## src/common/group_defines.svh

```systemverilog
`ifndef GROUP_DEFINES_SVH
`define GROUP_DEFINES_SVH

// Stream sample width
`define GRP_DATA_W 27

// Batch-norm coefficients
`define GRP_COEF_A_W 17
`define GRP_COEF_B_W 34

// Parameter word with the scale above the offset
`define GRP_PARAM_W 60

// Right shift after scaling
`define GRP_QUANT_W 16

`define GRP_BRANCHES 2

// Input to output, in cycles
`define GRP_LATENCY 3

`endif

```

## src/common/group_pkg.sv

```systemverilog
package group_pkg;

	`include "group_defines.svh"

	// Stream sample
	typedef logic signed [`GRP_DATA_W-1:0] sample_t;

	// Scale in bits 50..34 of the parameter word
	typedef logic signed [`GRP_COEF_A_W-1:0] coef_a_t;

	// Offset in bits 33..0 of the parameter word
	typedef logic signed [`GRP_COEF_B_W-1:0] coef_b_t;

	// Top bits above the scale are unused
	typedef logic [`GRP_PARAM_W-1:0] param_t;

	// One-hot branch select for a coefficient write
	typedef logic [`GRP_BRANCHES-1:0] branch_sel_t;

	// Per-branch loader state
	typedef enum logic
	{
		LOAD_IDLE,
		LOAD_PENDING
	} load_state_t;

endpackage

```

## src/common/pix_stream_if.sv

```systemverilog
`timescale 1ns/1ns

interface pix_stream_if
	import group_pkg::*;
();

	logic    vsync;
	logic    hsync;
	logic    reuse;
	logic    valid;
	sample_t data;

	modport src
	(
		output vsync,
		output hsync,
		output reuse,
		output valid,
		output data
	);

	modport snk
	(
		input vsync,
		input hsync,
		input reuse,
		input valid,
		input data
	);

endinterface

```

## src/hw/param_loader.sv

```systemverilog
`timescale 1ns/1ns

`include "group_defines.svh"

module param_loader
	import group_pkg::*;
(
	input  logic        i_sclk,
	input  logic        i_rst,
	input  logic        i_vsync,
	input  branch_sel_t i_param_vld,
	input  param_t      i_param,
	output coef_a_t     o_coef_a [`GRP_BRANCHES],
	output coef_b_t     o_coef_b [`GRP_BRANCHES]
);

	coef_a_t     wr_a;
	coef_b_t     wr_b;
	coef_a_t     pend_a [`GRP_BRANCHES];
	coef_b_t     pend_b [`GRP_BRANCHES];
	load_state_t state  [`GRP_BRANCHES];

	// Split the parameter word
	assign wr_b = i_param[`GRP_COEF_B_W-1:0];
	assign wr_a = i_param[`GRP_COEF_B_W +: `GRP_COEF_A_W];

	always_ff @(posedge i_sclk)
	begin
		for (int b = 0; b < `GRP_BRANCHES; b++)
		begin
			if (i_param_vld[b])
			begin
				pend_a[b] <= wr_a;
				pend_b[b] <= wr_b;
			end
		end
	end

	// A write landing on the vsync cycle waits for the next vsync
	// because the transfer takes the pending value from before that edge
	always_ff @(posedge i_sclk)
	begin
		if (i_rst)
		begin
			for (int b = 0; b < `GRP_BRANCHES; b++)
			begin
				state[b]    <= LOAD_IDLE;
				o_coef_a[b] <= '0;
				o_coef_b[b] <= '0;
			end
		end
		else
		begin
			for (int b = 0; b < `GRP_BRANCHES; b++)
			begin
				case (state[b])
					LOAD_IDLE:
					begin
						if (i_param_vld[b])
							state[b] <= LOAD_PENDING;
					end
					LOAD_PENDING:
					begin
						if (i_vsync)
						begin
							o_coef_a[b] <= pend_a[b];
							o_coef_b[b] <= pend_b[b];
							state[b]    <= i_param_vld[b] ? LOAD_PENDING : LOAD_IDLE;
						end
					end
					default:
						state[b] <= LOAD_IDLE;
				endcase
			end
		end
	end

	// At most one branch written per cycle
	a_sel_onehot: assert property (
		@(posedge i_sclk) disable iff (i_rst)
		$onehot0(i_param_vld)
	);

endmodule

```

## src/bnorm/batch_norm.sv

```systemverilog
`timescale 1ns/1ns

`include "group_defines.svh"

module batch_norm
	import group_pkg::*;
(
	input  logic         i_sclk,
	input  logic         i_rst,
	pix_stream_if.snk    i_stream,
	input  coef_a_t      i_coef_a,
	input  coef_b_t      i_coef_b,
	pix_stream_if.src    o_stream
);

	// Product plus offset with one guard bit
	localparam int ACC_W = `GRP_DATA_W + `GRP_COEF_A_W + 1;

	logic signed [ACC_W-1:0] acc_q;
	logic signed [ACC_W-1:0] shifted;
	logic                    ovf;
	sample_t                 data_sat;
	sample_t                 data_q;
	logic [3:0]              flags_q1;
	logic [3:0]              flags_q2;

	// Stage one
	always_ff @(posedge i_sclk)
	begin
		acc_q <= i_stream.data * i_coef_a + i_coef_b;
	end

	// Stage two shifts arithmetically and then clamps
	always_comb
	begin
		shifted  = acc_q >>> `GRP_QUANT_W;
		ovf      = !(&shifted[ACC_W-1:`GRP_DATA_W-1] || ~|shifted[ACC_W-1:`GRP_DATA_W-1]);
		data_sat = shifted[`GRP_DATA_W-1:0];
		if (ovf)
			data_sat = {shifted[ACC_W-1], {(`GRP_DATA_W-1){~shifted[ACC_W-1]}}};
	end

	always_ff @(posedge i_sclk)
	begin
		data_q <= data_sat;
	end

	// Flags as {vsync, hsync, reuse, valid}
	always_ff @(posedge i_sclk)
	begin
		if (i_rst)
		begin
			flags_q1 <= '0;
			flags_q2 <= '0;
		end
		else
		begin
			flags_q1 <= {i_stream.vsync, i_stream.hsync, i_stream.reuse, i_stream.valid};
			flags_q2 <= flags_q1;
		end
	end

	assign o_stream.vsync = flags_q2[3];
	assign o_stream.hsync = flags_q2[2];
	assign o_stream.reuse = flags_q2[1];
	assign o_stream.valid = flags_q2[0];
	assign o_stream.data  = data_q;

	a_valid_delay: assert property (
		@(posedge i_sclk) disable iff (i_rst)
		(!$past(i_rst, 1) && !$past(i_rst, 2)) |-> (o_stream.valid == $past(i_stream.valid, 2))
	);

endmodule

```

## src/hw/residual_add.sv

```systemverilog
`timescale 1ns/1ns

`include "group_defines.svh"

module residual_add
	import group_pkg::*;
(
	input  logic      i_sclk,
	input  logic      i_rst,
	pix_stream_if.snk i_branch_a,
	pix_stream_if.snk i_branch_b,
	output logic      o_vsync,
	output logic      o_hsync,
	output logic      o_reuse,
	output logic      o_valid,
	output sample_t   o_tdata
);

	logic signed [`GRP_DATA_W:0] sum;
	sample_t                     sum_sat;
	sample_t                     data_q;

	always_comb
	begin
		sum     = i_branch_a.data + i_branch_b.data;
		sum_sat = sum[`GRP_DATA_W-1:0];
		// Carry and sign disagree on overflow
		if (sum[`GRP_DATA_W] != sum[`GRP_DATA_W-1])
			sum_sat = {sum[`GRP_DATA_W], {(`GRP_DATA_W-1){~sum[`GRP_DATA_W]}}};
	end

	always_ff @(posedge i_sclk)
	begin
		data_q <= sum_sat;
	end

	// Flags follow branch a
	always_ff @(posedge i_sclk)
	begin
		if (i_rst)
		begin
			o_vsync <= 1'b0;
			o_hsync <= 1'b0;
			o_reuse <= 1'b0;
			o_valid <= 1'b0;
		end
		else
		begin
			o_vsync <= i_branch_a.vsync;
			o_hsync <= i_branch_a.hsync;
			o_reuse <= i_branch_a.reuse;
			o_valid <= i_branch_a.valid;
		end
	end

	assign o_tdata = o_valid ? data_q : '0;

	// Both branches run in lockstep
	a_branch_valid: assert property (
		@(posedge i_sclk) disable iff (i_rst)
		i_branch_a.valid == i_branch_b.valid
	);

endmodule

```

## src/hw/cnn_group_top.sv

```systemverilog
`timescale 1ns/1ns

`include "group_defines.svh"

module cnn_group_top
	import group_pkg::*;
(
	input  logic        i_sclk,
	input  logic        i_rst,
	input  logic        i_vsync,
	input  logic        i_hsync,
	input  logic        i_reuse,
	input  logic        i_valid,
	input  sample_t     i_tdata,
	input  branch_sel_t i_param_vld,
	input  param_t      i_param,
	output logic        o_vsync,
	output logic        o_hsync,
	output logic        o_reuse,
	output logic        o_valid,
	output sample_t     o_tdata
);

	coef_a_t coef_a [`GRP_BRANCHES];
	coef_b_t coef_b [`GRP_BRANCHES];

	pix_stream_if in_stream ();
	pix_stream_if main_stream ();
	pix_stream_if side_stream ();

	assign in_stream.vsync = i_vsync;
	assign in_stream.hsync = i_hsync;
	assign in_stream.reuse = i_reuse;
	assign in_stream.valid = i_valid;
	assign in_stream.data  = i_tdata;

	param_loader param_loader_inst (
		.i_sclk      (i_sclk),
		.i_rst       (i_rst),
		.i_vsync     (i_vsync),
		.i_param_vld (i_param_vld),
		.i_param     (i_param),
		.o_coef_a    (coef_a),
		.o_coef_b    (coef_b)
	);

	// Branch 0
	batch_norm bn_main (
		.i_sclk   (i_sclk),
		.i_rst    (i_rst),
		.i_stream (in_stream),
		.i_coef_a (coef_a[0]),
		.i_coef_b (coef_b[0]),
		.o_stream (main_stream)
	);

	// Branch 1
	batch_norm bn_side (
		.i_sclk   (i_sclk),
		.i_rst    (i_rst),
		.i_stream (in_stream),
		.i_coef_a (coef_a[1]),
		.i_coef_b (coef_b[1]),
		.o_stream (side_stream)
	);

	residual_add residual_add_inst (
		.i_sclk     (i_sclk),
		.i_rst      (i_rst),
		.i_branch_a (main_stream),
		.i_branch_b (side_stream),
		.o_vsync    (o_vsync),
		.o_hsync    (o_hsync),
		.o_reuse    (o_reuse),
		.o_valid    (o_valid),
		.o_tdata    (o_tdata)
	);

endmodule

```

## config.mk

```make
export PLATFORM = sky130hd
export DESIGN_NAME = cnn_group_top
export DESIGN_NICKNAME = d
export VERILOG_FILES = /design/src/common/group_pkg.sv /design/src/common/pix_stream_if.sv /design/src/hw/param_loader.sv /design/src/bnorm/batch_norm.sv /design/src/hw/residual_add.sv /design/src/hw/cnn_group_top.sv
export VERILOG_INCLUDE_DIRS = /design/src /design/src/common
export SDC_FILE = /design/constraint.sdc
export NUM_CORES = 2
export LEC_CHECK = 0
export ABC_AREA = 1
export BUFFER_PORTS_ARGS = -buffer_cell sky130_fd_sc_hd__buf_4
export CAP_MARGIN = 20
export CORE_MARGIN = 2
export CORE_UTILIZATION = 50
export DETAILED_ROUTE_END_ITERATION = 8
export GPL_ROUTABILITY_DRIVEN = 0
export PLACE_DENSITY = 0.66
export SLEW_MARGIN = 0
export SYNTH_ARGS = -nofsm -noshare
export SYNTH_HDL_FRONTEND = slang
export SYNTH_SLANG_ARGS = --single-unit
```

## constraint.sdc

```tcl
create_clock -name i_sclk -period 8.05 [get_ports i_sclk]
set_input_delay 1.61 -clock i_sclk [delete_from_list [all_inputs] [get_ports i_sclk]]
set_output_delay 1.61 -clock i_sclk [all_outputs]
set_load 0.005 [all_outputs]
```

==> results.json <==
{
  "status": "complete, no violations",
  "async_flop_share_pct": 0,
  "clk_latency_ns": 0.58,
  "postCtsHoldBufs": 0,
  "yosysUniqueCellTypes": 43,
  "dominant_combinational_cell_family_by_area_after_synthesis": "adder cells",
  "synth_seq_cells": 357,
  "synth_compound_gate_area_share_pct": 4.02,
  "slew_headroom_pct": 25.8,
  "worst_slew_pin_slew_ns": 1.11,
  "timing.final.setup_violations": 0,
  "grt_max_degree": 65,
  "grt_most_used_layer": "met2",
  "synth-simple-area-share_pct": 16.8,
  "first_iter_violations": 3251,
  "maximum_frequency_from_static_timing_analysis_ghz": 0.141,
  "synth_fa_ha_area_share_pct": 46.2,
  "final.setup.tns_ns": 0,
  "cts_repair_resize_count": 0,
  "area_delta_synth_final_pct": 6.61,
  "cts_buffers": 38,
  "grt_antenna_before_repair": 3,
  "grt_util_met3_pct": 6.49,
  "die-area_um2": 100000,
  "cts-htree-levels": 2,
  "ctsLongestPathBuffers": 3,
  "grt.met1_usage_pct": 40.0,
  "netlist_area_before_placement_um2": 48800,
  "mux_share_of_post_synthesis_cell_area_pct": 0,
  "synth_xor_area_share_pct": 1.15,
  "grtUsageTotal_pct": 28.5,
  "fin_crit_ns": 7.09,
  "worst_setup_hold_path_clk_slew_ns": 0.06,
  "dieHeight_um": 317,
  "finalCritPeriodShare_pct": 88.0,
  "via_per_inst": 5.13,
  "slew_violations": 0,
  "critPathRequiredTime_ns": 8.50,
  "post_synth.cell_area_avg_um2": 8.06,
  "grt.overflow.total": 0,
  "worstHoldPathType": "register to register",
  "drv.max_cap_violation_count": 0,
  "synth_seq_area_share_pct": 16.8,
  "floorplan.initialDensity_pct": 50.5,
  "timing.final.hold_violations": 0,
  "clock_sink_count": 357,
  "synth-edff-count": 104,
  "synth_warnings": 0,
  "grt_first_pass_wirelength_um": 218000,
  "post_synth_most_frequent_cells": "sky130_fd_sc_hd__inv_1, sky130_fd_sc_hd__nand2_1, sky130_fd_sc_hd__fa_1",
  "port_buffers": 116,
  "layout-drive-gt1-share_pct": 4.37,
  "place.detailed.hpwl_um": 109000,
  "fin_area_um2": 52100,
  "timing.critical_path.to_type": "register",
  "setup.worst_path.class": "input port to register",
  "layout.filler_cells": 9180,
  "grt_setup_unrepaired": "no",
  "vias": 37500,
  "chipWidth_um": 317,
  "finClkSkew_ns": 0.0381,
  "critPathMaxFanout": 23,
  "synth_ff_type": "sky130_fd_sc_hd__dfxtp_1",
  "postCtsSetupBuffers": 0,
  "syn_nets": 7371,
  "core-area_um2": 96700,
  "cts_tree": "done",
  "netlist.top_cell.by_area": "sky130_fd_sc_hd__fa_1",
  "grt_pass1_vias": 39000,
  "post_synth_inst_count": 6056,
  "critPathLaunchType": "input port",
  "detailedRoute.firstPassIterationCount": 6,
  "synth_top_cell_area_share_pct": 39.9,
  "drt_drc_violations_left": 0,
  "placementRows": 114,
  "ios": 126,
  "post_synth_main_area_contributors": "sky130_fd_sc_hd__fa_1, sky130_fd_sc_hd__inv_1, sky130_fd_sc_hd__nand2_1, sky130_fd_sc_hd__dfxtp_1, sky130_fd_sc_hd__edfxtp_1",
  "synthMostInstantiatedCell": "sky130_fd_sc_hd__inv_1",
  "placement.cell_area_um2": 50700,
  "clockRootBuffer": "sky130_fd_sc_hd__clkbuf_16",
  "route.final.wire_length_um": 137000,
  "grt_use_met2_pct": 44.5,
  "arrival_time_worst_endpoint_ns": 7.53,
  "antenna_violating_nets_post_route": 0,
  "post_drt_wl_per_cell_um": 18.7,
  "design.final.nets": 7324
}
[registers in the layout, indices dropped and copies added, names as in the netlist]
register	cells
residual_add_inst.data_q	27
residual_add_inst.o_reuse	1
param_loader_inst.state	2
bn_side.acc_q	29
bn_main.o_stream.data	27
bn_main.flags_q1	4
bn_main.acc_q	29
param_loader_inst.pend_a	34
bn_main.flags_q2	4
residual_add_inst.o_valid	1
bn_side.o_stream.data	27
residual_add_inst.o_vsync	1
param_loader_inst.o_coef_b	68
param_loader_inst.o_coef_a	34
residual_add_inst.o_hsync	1
param_loader_inst.pend_b	68
[metrics by stage]
stage          setup WS [ns]  utilization (%)  hold slack (ns)  std cells
2_1_floorplan           1.06                -            0.388       6056
3_3_place_gp           0.555             52.5            0.367       7243
3_5_place_dp           0.453             52.5            0.367       7243
4_1_cts                 1.04             53.8            0.376       7312
5_1_grt                0.700             53.8            0.378       7314
6_report               0.965             53.8            0.376       7315
[routing by layer]
layer  up-vias  wire, um
met5         -        22
met2      1608     60300
li1      17100         -
met1     18600     57500
met3       200     14700
met4         4      4290
[cells by family after synthesis]
kind of cell    after synthesis
buf+inv                    1957
flops                       357
simple gates               2096
compound gates              362
fa+ha+maj                  1220
xor+xnor                     64
[cell type report]
| class | count | area, um2 | area share [%] |
|---|---|---|---|
| Timing Repair Buffer | 173 | 1340 | 2.57 |
| Antenna cell | 1 | 2.50 | 0.00481 |
| Tap cell | 1276 | 1600 | 3.07 |
| Sequential cell | 357 | 8190 | 15.7 |
| Multi-Input combinational cell | 3742 | 33300 | 63.9 |
| Clock buffer | 48 | 1020 | 1.96 |
| Clock inverter | 21 | 263 | 0.505 |
| Inverter | 1697 | 6370 | 12.2 |
[layout by cell type, fill, tap and decap left out, drive strengths merged, types with 15 or more instances in the layout]
master / Yosys / final
a21oi: 135 / 135
buf: 51 / 173
clkbuf: 209 / 48
dfxtp: 253 / 253
edfxtp: 104 / 104
fa: 973 / 973
ha: 247 / 247
inv: 1695 / 1700
nand2: 1500 / 1500
nand3: 79 / 79
nand4: 27 / 27
nor2: 448 / 448
nor3: 19 / 19
o21ai: 170 / 170
o21bai: 15 / 15
xor2: 50 / 50
[critical path, cell delays in order]
cell and delay [ns]:
sky130_fd_sc_hd__buf_4 0.22, sky130_fd_sc_hd__nand2_1 0.21, sky130_fd_sc_hd__inv_1 0.09, sky130_fd_sc_hd__fa_1 0.64, sky130_fd_sc_hd__inv_1 0.18, sky130_fd_sc_hd__fa_1 0.58
sky130_fd_sc_hd__inv_1 0.30, sky130_fd_sc_hd__fa_1 0.50, sky130_fd_sc_hd__fa_1 0.50, sky130_fd_sc_hd__fa_1 0.50, sky130_fd_sc_hd__inv_1 0.05, sky130_fd_sc_hd__fa_1 0.48
sky130_fd_sc_hd__inv_1 0.04, sky130_fd_sc_hd__ha_1 0.33, sky130_fd_sc_hd__a21oi_1 0.27, sky130_fd_sc_hd__a21boi_0 0.34, sky130_fd_sc_hd__o21ai_0 0.18, sky130_fd_sc_hd__nor2b_1 0.16
sky130_fd_sc_hd__nor2_1 0.13, sky130_fd_sc_hd__nand3_1 0.09, sky130_fd_sc_hd__nand2_1 0.06, sky130_fd_sc_hd__nand2_1 0.04
[path summary, 6_finish.rpt]
| kind | from | to | slack (ns) | cells after the start |
|---|---|---|---|---|
| setup reg to reg | param_loader_inst.o_coef_a[30]$_SDFFE_PP0P_ | bn_main.acc_q[29]$_DFF_P_ | 1.44 | 21 |
| hold / removal | bn_main.acc_q[44]$_DFF_P_ | bn_main.o_stream.data[26]$_DFF_P_ | 0.38 | 0 |
| setup / recovery | i_tdata[26] | bn_main.acc_q[43]$_DFF_P_ | 0.96 | 22 |
| hold reg to reg | bn_main.acc_q[44]$_DFF_P_ | bn_main.o_stream.data[26]$_DFF_P_ | 0.38 | 0 |
Power is left out: the tool's default activity adds up to more than one toggle a clock period on the data nets, which glitch-free logic cannot reach.
